<file path="src/source/cart_macros.svh">
`ifndef CART_MACROS_SVH
`define CART_MACROS_SVH

////////////////////////////////////////
// Array sizing
////////////////////////////////////////

`define CART_ARRAY_DEPTH 16384

`define CART_ARRAY_AW 14

// The writable region is the upper 4K of the lower 8K bank.
`define CART_RAM_AW 12

`define CART_BYTE_W 8

////////////////////////////////////////
// Bus address widths
////////////////////////////////////////

`define CART_CPU_AW 13

// The top bit selects the array, the low bits address it.
`define CART_HOST_AW 21

`endif

</file>
<file path="src/source/cart_host_pkg.sv">
`include "cart_macros.svh"

package cart_host_pkg;

   ////////////////////////////////////////
   // Control register
   ////////////////////////////////////////

   typedef struct packed {
      logic [2:0] zero_hi;   // Reads as zero.
      logic       bank;      // Selected 8K bank.
      logic [1:0] zero_lo;   // Reads as zero.
      logic       mm;        // RAM region is writable.
      logic       banked;    // Bank switching enabled.
   } cart_ctrl_t;

   ////////////////////////////////////////
   // Host data and requests
   ////////////////////////////////////////

   typedef logic [`CART_HOST_AW-1:0] host_adr_t;

   // The host data byte is a control word or a plain array byte,
   // depending on the address it goes to.
   typedef union packed {
      cart_ctrl_t              ctrl;
      logic [`CART_BYTE_W-1:0] raw;
   } host_word_u;

   // Array access the host asks for in this cycle.
   typedef struct packed {
      logic                      rd;
      logic                      we;
      logic [`CART_ARRAY_AW-1:0] addr;
      logic [`CART_BYTE_W-1:0]   wdata;   // Byte for an array write.
   } host_req_t;

endpackage

</file>
<file path="src/source/cartridge_host_port.sv">
`include "cart_macros.svh"

module cartridge_host_port
   import cart_host_pkg::*;
(
   input  logic                    clk,
   input  logic                    rst_n_i,
   input  host_adr_t               adr_i,
   input  host_word_u              dat_i,
   input  logic                    we_i,
   input  logic                    sel_i,
   input  logic                    stb_i,
   input  logic                    cyc_i,
   output logic [`CART_BYTE_W-1:0] dat_o,
   output logic                    ack_o,
   input  logic                    cpu_bank_we_i,
   input  logic                    cpu_bank_i,
   input  logic                    grant_i,
   input  logic [`CART_BYTE_W-1:0] rdata_i,
   output cart_ctrl_t              ctrl_o,
   output host_req_t               req_o
);

   logic mm_q;
   logic banked_q;
   logic bank_q;
   logic access;
   logic ctrl_sel;
   logic ctrl_we;

   // No new access is presented in the ack cycle itself.
   assign access   = cyc_i & stb_i & ~ack_o;
   assign ctrl_sel = ~adr_i[`CART_HOST_AW-1];
   assign ctrl_we  = access & ctrl_sel & we_i & sel_i;

   ////////////////////////////////////////
   // Array requests
   ////////////////////////////////////////

   always_comb begin
      req_o       = '0;
      req_o.rd    = access & ~ctrl_sel & ~we_i;
      req_o.we    = access & ~ctrl_sel & we_i & sel_i;
      req_o.addr  = adr_i[`CART_ARRAY_AW-1:0];
      req_o.wdata = dat_i.raw;
   end

   ////////////////////////////////////////
   // Control register
   ////////////////////////////////////////

   always_ff @(posedge clk) begin
      if (!rst_n_i) begin
         mm_q     <= 1'b0;
         banked_q <= 1'b0;
         bank_q   <= 1'b0;
      end else if (ctrl_we) begin
         mm_q     <= dat_i.ctrl.mm;
         banked_q <= dat_i.ctrl.banked;
         bank_q   <= dat_i.ctrl.bank & dat_i.ctrl.banked;   // Unbanked forces bank 0.
      end else if (cpu_bank_we_i) begin
         bank_q <= cpu_bank_i;
      end
   end

   always_comb begin
      ctrl_o        = '0;
      ctrl_o.mm     = mm_q;
      ctrl_o.banked = banked_q;
      ctrl_o.bank   = bank_q;
   end

   ////////////////////////////////////////
   // Handshake
   ////////////////////////////////////////

   // A blocked array access gets no ack, so the host keeps its strobe.
   always_ff @(posedge clk) begin
      if (!rst_n_i) begin
         ack_o <= 1'b0;
      end else begin
         ack_o <= access & grant_i;
      end
   end

   assign dat_o = ctrl_sel ? ctrl_o : rdata_i;

endmodule

</file>
<file path="config.mk">
export PLATFORM = sky130hd
export DESIGN_NAME = cartridge_host_port
export DESIGN_NICKNAME = d
export VERILOG_FILES = /design/src/source/cart_host_pkg.sv /design/src/source/cartridge_host_port.sv
export VERILOG_INCLUDE_DIRS = /design/src /design/src/source
export SDC_FILE = /design/constraint.sdc
export NUM_CORES = 1
export LEC_CHECK = 0
export CAP_MARGIN = 5
export CORE_AREA = 3 3 40 42
export CTS_BUF_LIST = sky130_fd_sc_hd__clkbuf_16
export CTS_CLUSTER_SIZE = 24
export DETAILED_ROUTE_END_ITERATION = 12
export DIE_AREA = 0 0 43 45
export DONT_BUFFER_PORTS = 1
export SYNTH_ARGS = -nofsm -noshare
export SYNTH_HDL_FRONTEND = slang
export SYNTH_SLANG_ARGS = --single-unit
</file>
<file path="constraint.sdc">
create_clock -name clk -period 0.92 [get_ports clk]
set_input_delay 0.23 -clock clk [delete_from_list [all_inputs] [get_ports clk]]
set_output_delay 0.23 -clock clk [all_outputs]
set_load 0.02 [all_outputs]
</file>
==> results of run 1 <==
placed cells by master (no fill, tap or decap):
master and n:
clkbuf_16 3, nand3_1 1, nand2_2 1, conb_1 5, buf_6 4, mux2_2 1
and3b_2 1, mux2i_1 3, nor3b_4 1, and2_1 5, nor2_4 2, dfxtp_2 4
buf_4 2, and3_2 1, nand2_1 6, mux2_4 3
worst reg2reg max path, delay by kind of cell, from the launching register on:
family           cells  cell delay (ns)
and+or+nand+nor      2             0.52
muxes                1             0.22
DFF                  1             0.30
logic make-up (layout without fill, tap and decap cells):
family	Yosys count	after routing
and+or+nand+nor	18	18
other	1	5
buffers and inverters	31	9
DFF	4	4
muxes	7	7
cell usage after synthesis:
cell type  count  share of area
and3_2         1          0.015
and3b_2        1          0.020
and2_1         5          0.063
conb_1         1         0.0075
nor3b_4        1          0.038
buf_4         31           0.47
nand3_1        1          0.010
mux2i_1        3          0.060
nor2_1         2          0.015
nand2_1        7          0.053
dfxtp_1        4           0.16
mux2_2         4          0.090
what timing repair did:
action	CTS	global route
endpoints found under the setup margin	10	12
setup buffers	1	0
resized for setup	5	2
metal layers:
| layer | share of wire | routed length (µm) |
|---|---|---|
| met4 | 0.028 | 25 |
| met5 | 0 | 0 |
| met3 | 0.16 | 146 |
| met2 | 0.50 | 447 |
| met1 | 0.30 | 267 |
area by class of cell:
class	count	area [µm²]
Timing Repair Buffer	6	60.06
Fill cell	133	817.0
Multi-Input combinational cell	30	229.0
Clock buffer	3	75.07
Sequential cell	4	85.08
Tap cell	15	18.77
power by group through the flow:
| stage | registers [mW] | clock network, mW | logic, mW |
|---|---|---|---|
| floorplan | 0.186 | 0 | 0.274 |
| global placement | 0.185 | 0 | 0.122 |
| detailed placement | 0.185 | 0 | 0.123 |
| CTS | 0.184 | 0.671 | 0.132 |
| global route | 0.185 | 0.684 | 0.138 |
| finish | 0.184 | 0.663 | 0.131 |
path summary, 6_finish.rpt:
path,startpoint,depth (start not counted),slack (ns),endpoint
max,ack_o,3,-0.34,req_o[22]
min,rst_n_i,2,0.15,bank_q
max reg2reg,ack_o,3,-0.21,mm_q
min reg2reg,banked_q,3,0.58,banked_q
per-stage QoR:
| step | setup WS (ns) | cells | cell area (µm²) | hold WS, ns | util |
|---|---|---|---|---|---|
| floorplan | -0.1731 | 65 | 543.0 | 0.3688 | - |
| global placement | -0.2008 | 54 | 366.6 | 0.3731 | 0.2853 |
| detailed placement | -0.2264 | 54 | 366.6 | 0.3837 | 0.2853 |
| CTS | -0.3570 | 58 | 462.9 | 0.1492 | 0.3603 |
| global route | -0.3900 | 58 | 467.9 | 0.1515 | 0.3642 |
| finish | -0.3384 | 58 | 467.9 | 0.1487 | 0.3642 |
sequential cells by signal, indices dropped and copies added, names as in the netlist:
| name | flops |
|---|---|
| bank_q | 1 |
| mm_q | 1 |
| ack_o | 1 |
| banked_q | 1 |
==> reports/summary.txt, run 1 <==
run status: finished with violations
violated checks: setup timing
complex-gate fraction of the synthesized area: 0
DIE WIDTH: 43 µm
layout cell share with drive strength beyond 1: 0.5349
Switching Share: 0.1957
router iterations before antenna repair: 2
Core Area: 1285 µm²
met1 Track Usage GR: 0.06490
Die Y-Extent: 45 µm
final setup slack of the worst path: -0.3384 ns
Detail Route Antenna Nets: 0
Post-Synthesis Cell Area: 498.0 µm²
launching element type of the critical path: flip-flop
antenna violations before repair: 0
gate count after technology mapping: 61
busiest grt layer: met2
number of buffers and inverters on the critical path: 0
arrival time of data at the critical path endpoint: 1.03 ns
worst stage delay on the critical path: 0.30 ns
via total after detailed routing: 272
flip-flop and latch count after synthesis: 4
Leak Pwr: 0.2051 nW
maximum achievable frequency: 794.7 MHz
cell-by-cell trace of the critical path: and3b_2 > nand2_2 > nor2_4
Synth Warn #: 0
share of power burned in the clock network: 0.678
Reg clk slew, reported paths: 0.03 ns
Logic pwr share: 0.134
VDD IR-drop max: 665.4 µV
met2 track demand over resource in global routing: 0.1287
fin crit period: 1.258 ns
cell at the root of the clock tree: clkbuf_16
post-detailed-routing wire length: 887 µm
iteration-0 DRC count of the detailed router: 2
number of hold-slack violations in the final timing report: 0
std cell rows: 13
combinational family with the most area after synthesis: buffers and inverters
TritonCTS clock tree: done
Req. time, crit path: 0.69 ns
Cell variety after synth: 12
final net count: 91
largest net degree at the start of global routing: 11
cell at the slowest stage of the critical path: dfxtp_2
synthesized area per cell: 8.164 µm²
hold buffer count at cts: 0
Flop pwr share: 0.188
total number of H-tree levels: 1
vias in the first global route: 272
parity-gate share of the synthesized area counting xor and xnor cells: 0
area of the die: 1935 µm²
clock sink count: 4
Inserted Diodes: 0
Starting Density: 0.3875
cell internal power dissipation: 0.7871 mW
ratio of total power to cell area: 2091 nW/µm²
insertion delay to the later sink of the worst-skew pair: 0.22 ns
multiplexer fraction of the synthesized cell area: 0.1508
Vias/cell: 4.690
first-pass GRT wire length: 1090 µm
sequential share of the synthesized area: 0.1608
max cap viols: 0
number of design rule violations left after detail routing: 0
total congestion overflow after global routing: 0
Layout area overhead: -6.030%
Worst Skew: 0.00008361 ns
Pins Over Slew Limit: 0
number of port buffers: 0
number of buffers created by CTS: 3
I/O pin count: 87
delay-heaviest family, CP: simple AND/OR/NAND/NOR gates
power consumption: 0.9786 mW
post-synthesis simple-gate area fraction: 0.2136
startpoint-to-endpoint class of the critical path: reg2out
Hold Crit Class: in2reg
maximum clock path buffer count: 2
adder and majority cell fraction of the synthesized area: 0
unrepaired setup endpoints after global routing: yes
maximum fanout count along the critical path: 3
average routed wire per standard cell: 15.29 µm
routability cong.: 0.5496
share of the cycle needed by the critical path after routing: 1.368
sum of negative setup slack: -1.789 ns
critical path capture point type: primary output
Switch Pwr: 0.1915 mW
fraction of met3 tracks used by global routing: 0.03187
final count of negative-setup-slack endpoints: 9
gr usage total: 0.07654
Power figures use the tool's default switching activity.
==> inputs of run 2 (changes only) <==
ABC_AREA = 1   (was not set)
==> reports/summary.txt, run 2 <==
run status: finished with violations (unchanged)
violated checks: setup timing (unchanged)
via total after detailed routing: 383 (was 272)
number of buffers created by CTS: 3 (unchanged)
Post-Synthesis Cell Area: 566.8 µm² (was 498.0 µm²)
clock sink count: 4 (unchanged)
top-area cell type share of the netlist area: 0.3974 (was 0.4673)
core utilization of the finished layout: 0.4499 (was 0.3642)
hold buffer count at cts: 0 (unchanged)
Switch Pwr: 0.2408 mW (was 0.1915 mW)
VDD IR-drop max: 958.9 µV (was 665.4 µV)
routability cong.: 0.6589 (was 0.5496)
Reg clk slew, reported paths: 0.03 ns (about the same)
Logic pwr share: 0.161 (was 0.134)
final count of negative-setup-slack endpoints: 7 (was 9)
antenna violations before repair: 0 (unchanged)
post-detailed-routing wire length: 1033 µm (was 887 µm)
startpoint-to-endpoint class of the critical path: reg2out (unchanged)
Die Y-Extent: 45 µm (unchanged)
Flop pwr share: 0.181 (was 0.188)
Synth Warn #: 0 (unchanged)
commonest register cell after synthesis: dfxtp_1 (unchanged)
gate count after technology mapping: 87 (was 61)
maximum clock path buffer count: 2 (unchanged)
maximum achievable frequency: 895.2 MHz (was 794.7 MHz)
Core Area: 1285 µm² (unchanged)
number of design rule violations left after detail routing: 0 (unchanged)
unrepaired setup endpoints after global routing: yes (unchanged)
Cell variety after synth: 16 (was 12)
Detail Route Antenna Nets: 0 (unchanged)
router iterations before antenna repair: 2 (unchanged)
Req. time, crit path: 0.69 ns (about the same)
Worst Skew: 0.003813 ns (was 0.00008361 ns)
most frequent cell after synthesis: buf_4 (unchanged)
leading cell types by total area after synthesis: buf_4, nand2_1, dfxtp_1 (was buf_4, dfxtp_1, mux2_2)
layout cell share with drive strength beyond 1: 0.4286 (was 0.5349)
maximum fanout count along the critical path: 2 (was 3)
insertion delay to the later sink of the worst-skew pair: 0.22 ns (about the same)
synthesized area per cell: 6.515 µm² (was 8.164 µm²)
DP HPWL: 826.5 µm
most frequent cells in the layout: nand2_1, inv_1, nor2_1 (was nand2_1, and2_1, conb_1, dfxtp_2, buf_6)
TritonCTS clock tree: done (unchanged)
largest net degree at the start of global routing: 12 (was 11)
Pins Over Slew Limit: 0 (unchanged)
Starting Density: 0.4411 (was 0.3875)
power consumption: 1.038 mW (was 0.9786 mW)
launching element type of the critical path: flip-flop (unchanged)
post-layout instance count excluding filler cells: 85 (was 58)
ratio of total power to cell area: 1796 nW/µm² (was 2091 nW/µm²)
cell internal power dissipation: 0.7975 mW (was 0.7871 mW)
max cap viols: 0 (unchanged)
Switching Share: 0.2319 (was 0.1957)
number of synthesized flops with an enable pin: 0 (unchanged)
critical path capture point type: primary output (unchanged)
Vias/cell: 4.506 (was 4.690)
fin crit period: 1.117 ns (was 1.258 ns)
cell at the root of the clock tree: clkbuf_16 (unchanged)
std cell rows: 13 (unchanged)
total placed cells including tap cells: 80 (was 54)
biggest area consumer among synthesized cells: buf_4 (unchanged)
total congestion overflow after global routing: 0 (unchanged)
commonest cells in the netlist: buf_4, nand2_1, inv_1, nor2_1, dfxtp_1 (was buf_4, nand2_1, and2_1)
first-pass GRT wire length: 1304 µm (was 1090 µm)
final setup slack of the worst path: -0.1971 ns (was -0.3384 ns)
final net count: 117 (was 91)
vias in the first global route: 313 (was 272)
total number of H-tree levels: 1 (unchanged)
gr usage total: 0.09326 (was 0.07654)
share of power burned in the clock network: 0.659 (was 0.678)
fill cell count: 136 (was 133)
Layout area overhead: 1.987% (was -6.030%)
Leak Pwr: 0.3026 nW (was 0.2051 nW)
share of synthesized flip-flops with an asynchronous set or reset: 0 (unchanged)
flip-flop and latch count after synthesis: 4 (unchanged)
number of port buffers: 0 (unchanged)
arrival time of data at the critical path endpoint: 0.89 ns (was 1.03 ns)
Inserted Diodes: 0 (unchanged)
worst hold-check slack: 0.1177 ns (was 0.1487 ns)
I/O pin count: 87 (unchanged)
average routed wire per standard cell: 12.15 µm (was 15.29 µm)
iteration-0 DRC count of the detailed router: 3 (was 2)
share of the cycle needed by the critical path after routing: 1.214 (was 1.368)
DIE WIDTH: 43 µm (unchanged)
sequential share of the synthesized area: 0.1413 (was 0.1608)
number of hold-slack violations in the final timing report: 0 (unchanged)
Hold Crit Class: in2reg (unchanged)
most common library cell in the layout ignoring fill and taps: nand2_1 (unchanged)
area of the die: 1935 µm² (unchanged)
## run 2: layout make-up
class	count	area [µm²]	share of cell area
repair buffers	6	60.06	0.1039
inverters	9	36.28	0.06277
well taps	15	18.77	0.03247
clock inverters	1	3.754	0.006494
clock buffers	3	75.07	0.1299
multi-input cells	47	296.5	0.5130
flip-flops and latches	4	87.58	0.1515
## run 2: cell families (layout without fill, tap and decap cells)
kind of cell	Yosys count	after routing	share of synthesized area
flip-flops	4	4	0.1413
other	1	5	0.006616
buffers and inverters	40	19	0.4768
AND/OR/NAND/NOR	41	41	0.3664
AO/OA/AOI/OAI	1	1	0.008822
## run 2: path summary, 6_finish.rpt
| path | start | endpoint | slack, ns | cells after the start |
|---|---|---|---|---|
| max | ack_o | req_o[22] | -0.20 | 3 |
| min | rst_n_i | bank_q | 0.12 | 2 |
| max reg2reg | ack_o | mm_q | 0.01 | 6 |
| min reg2reg | banked_q | banked_q | 0.61 | 3 |
## run 2: critical path, stage by stage (launching register included)
cell     delay [ns]
dfxtp_4        0.35
nor2_8         0.09
nand2_4        0.07
nor2_4         0.14
## run 2: what timing repair did
item                                    CTS  global route
endpoints found under the setup margin    8            12
gates resized for setup                  16             4
hold endpoints to repair                  0             0
buffers inserted                          1             0
pin swaps                                 7             3
## run 2: through the flow
step	TNS, ns	setup WS [ns]	cell area [µm²]
floorplan	-0.02106	-0.02106	608.1
global placement	0	0.01174	427.9
detailed placement	0	0.01382	427.9
CTS	-0.7094	-0.2023	559.3
global route	-0.9633	-0.2246	578.1
finish	-0.6373	-0.1971	578.1
## run 2: metal layers
metal | routed length (µm) | up-vias | GRT usage
met5 | 0 | - | 0
met1 | 379 | 156 | 0.09398
met4 | 0 | 0 | 0.08434
met2 | 486 | 39 | 0.1437
met3 | 167 | 0 | 0.04382
li1 | - | 188 | -
## run 2: power by group through the flow
stage	registers (mW)	clock network, mW	logic (mW)
after floorplan	0.188	0	0.294
after global placement	0.187	0	0.143
after detailed placement	0.187	0	0.144
after CTS	0.187	0.694	0.161
after global routing	0.188	0.709	0.180
final	0.188	0.684	0.167
==> inputs of run 3 (changes only) <==
CAP_MARGIN = 20   (was 5)
CTS_BUF_LIST = not set   (was sky130_fd_sc_hd__clkbuf_16)
SLEW_MARGIN = 20   (was not set)
==> reports/summary.txt, run 3 (same netlist as run 2, synthesis figures left out) <==
core utilization of the finished layout: 0.4031 (was 0.4499)
startpoint-to-endpoint class of the critical path: reg2out (unchanged)
area of the die: 1935 µm² (unchanged)
VDD IR-drop max: 448.8 µV (was 958.9 µV)
Vias/cell: 4.488 (was 4.506)
Hold Crit Class: in2reg (unchanged)
cell at the slowest stage of the critical path: dfxtp_4 (unchanged)
vias in the first global route: 321 (was 313)
maximum fanout count along the critical path: 2 (unchanged)
worst stage delay on the critical path: 0.35 ns (about the same)
launching element type of the critical path: flip-flop (unchanged)
cell at the root of the clock tree: clkbuf_4 (was clkbuf_16)
total congestion overflow after global routing: 0 (unchanged)
Worst Skew: 0.007232 ns (was 0.003813 ns)
iteration-0 DRC count of the detailed router: 1 (was 3)
number of hold-slack violations in the final timing report: 0 (unchanged)
DIE WIDTH: 43 µm (unchanged)
Core Area: 1285 µm² (unchanged)
Pins Over Slew Limit: 0 (unchanged)
hold buffer count at cts: 0 (unchanged)
Req. time, crit path: 0.69 ns (about the same)
total number of H-tree levels: 1 (unchanged)
post-detailed-routing wire length: 1005 µm (was 1033 µm)
critical path capture point type: primary output (unchanged)
share of power burned in the clock network: 0.405 (was 0.659)
fin crit period: 1.131 ns (was 1.117 ns)
max cap viols: 0 (unchanged)
via total after detailed routing: 386 (was 383)
I/O pin count: 87 (unchanged)
cell-by-cell trace of the critical path: nor2_8 > nand2_4 > nor2_4 (unchanged)
clock sink count: 4 (unchanged)
arrival time of data at the critical path endpoint: 0.90 ns (was 0.89 ns)
Switch Pwr: 0.1924 mW (was 0.2408 mW)
share of the cycle needed by the critical path after routing: 1.230 (was 1.214)
Flop pwr share: 0.316 (was 0.181)
most frequent cells in the layout: nand2_1, inv_1, nor2_1 (unchanged)
number of port buffers: 0 (unchanged)
Reg clk slew, reported paths: 0.04 ns (was 0.03 ns)
Switching Share: 0.3250 (was 0.2319)
largest net degree at the start of global routing: 12 (unchanged)
fill cell count: 139 (was 136)
DP HPWL: 826.5 µm (unchanged)
Detail Route Antenna Nets: 0 (unchanged)
pre-CTS worst setup slack: 0.01382 ns (unchanged)
cell internal power dissipation: 0.3995 mW (was 0.7975 mW)
number of design rule violations left after detail routing: 0 (unchanged)
worst hold-check slack: 0.1019 ns (was 0.1177 ns)
violated checks: setup timing (unchanged)
final net count: 118 (was 117)
Logic pwr share: 0.279 (was 0.161)
average routed wire per standard cell: 11.69 µm (was 12.15 µm)
Die Y-Extent: 45 µm (unchanged)
unrepaired setup endpoints after global routing: yes (unchanged)
routability cong.: 0.6589 (unchanged)
first-pass GRT wire length: 1311 µm (was 1304 µm)
layout cell share with drive strength beyond 1: 0.4366 (was 0.4286)
router iterations before antenna repair: 2 (unchanged)
insertion delay to the later sink of the worst-skew pair: 0.24 ns (was 0.22 ns)
Starting Density: 0.4411 (unchanged)
run status: finished with violations (unchanged)
std cell rows: 13 (unchanged)
Layout area overhead: -8.609% (was 1.987%)
TritonCTS clock tree: done (unchanged)
antenna violations before repair: 0 (unchanged)
final setup slack of the worst path: -0.2112 ns (was -0.1971 ns)
final count of negative-setup-slack endpoints: 8 (was 7)
gr usage total: 0.09242 (was 0.09326)
Leak Pwr: 0.2786 nW (was 0.3026 nW)
maximum achievable frequency: 884.1 MHz (was 895.2 MHz)
maximum clock path buffer count: 2 (unchanged)
number of buffers created by CTS: 3 (unchanged)
most common library cell in the layout ignoring fill and taps: nand2_1 (unchanged)
ratio of total power to cell area: 1143 nW/µm² (was 1796 nW/µm²)
Inserted Diodes: 0 (unchanged)
## run 3: cell types whose count changed in the layout (fill, tap and decap cells not counted), sizes merged
cell    before  now
inv         10    9
clkbuf       3    4
buf          6    7
## run 3: path summary, 6_finish.rpt
path	start	endpoint	slack [ns]	cells after the start
worst max register to register	ack_o	mm_q	0	6
worst max-delay path	ack_o	req_o[22]	-0.21	3
worst min register to register	banked_q	banked_q	0.61	3
worst min-delay path	grant_i	ack_o	0.10	2
## run 3: metal layers
metal,wire [µm],GRT usage,part of all wire
met5,0,0,0
met4,0,0.08434,0
met3,174,0.03187,0.17
met2,466,0.1497,0.46
met1,365,0.09398,0.36
## run 3: power groups by stage
stage               sequential [mW]  clock [mW]  combinational [mW]
global placement              0.187           0               0.143
floorplan                     0.188           0               0.294
finish                        0.187       0.240               0.165
CTS                           0.187       0.249               0.161
detailed placement            0.187           0               0.144
global route                  0.188       0.258               0.178
## run 3: area by class of cell
type / count / area, µm² / share of cell area
clock buffers: 4 / 26.28 / 0.05072
inverters: 9 / 33.78 / 0.06522
multi-input cells: 47 / 284.0 / 0.5483
flip-flops and latches: 4 / 87.58 / 0.1691
well taps: 15 / 18.77 / 0.03623
repair buffers: 7 / 67.56 / 0.1304
## run 3: stage by stage
step	instance area [µm²]	std cells	TNS, ns	power (mW)
6_report	518.0	86	-0.7278	0.5919
5_1_grt	518.0	86	-1.188	0.6237
4_1_cts	510.5	85	-0.8751	0.5975
3_5_place_dp	427.9	80	0	0.3311
3_3_place_gp	427.9	80	0	0.3298
2_1_floorplan	608.1	91	-0.02106	0.4814
## run 3: critical path: cells and delay by family (launching register included)
kind / cells / cell delay [ns]
flops: 1 / 0.35
simple gates: 3 / 0.30
## run 3: what timing repair did
action | CTS | global route
setup buffers | 1 | 1
resized for setup | 17 | 0
setup endpoints to repair | 9 | 12
pin swaps | 7 | 3
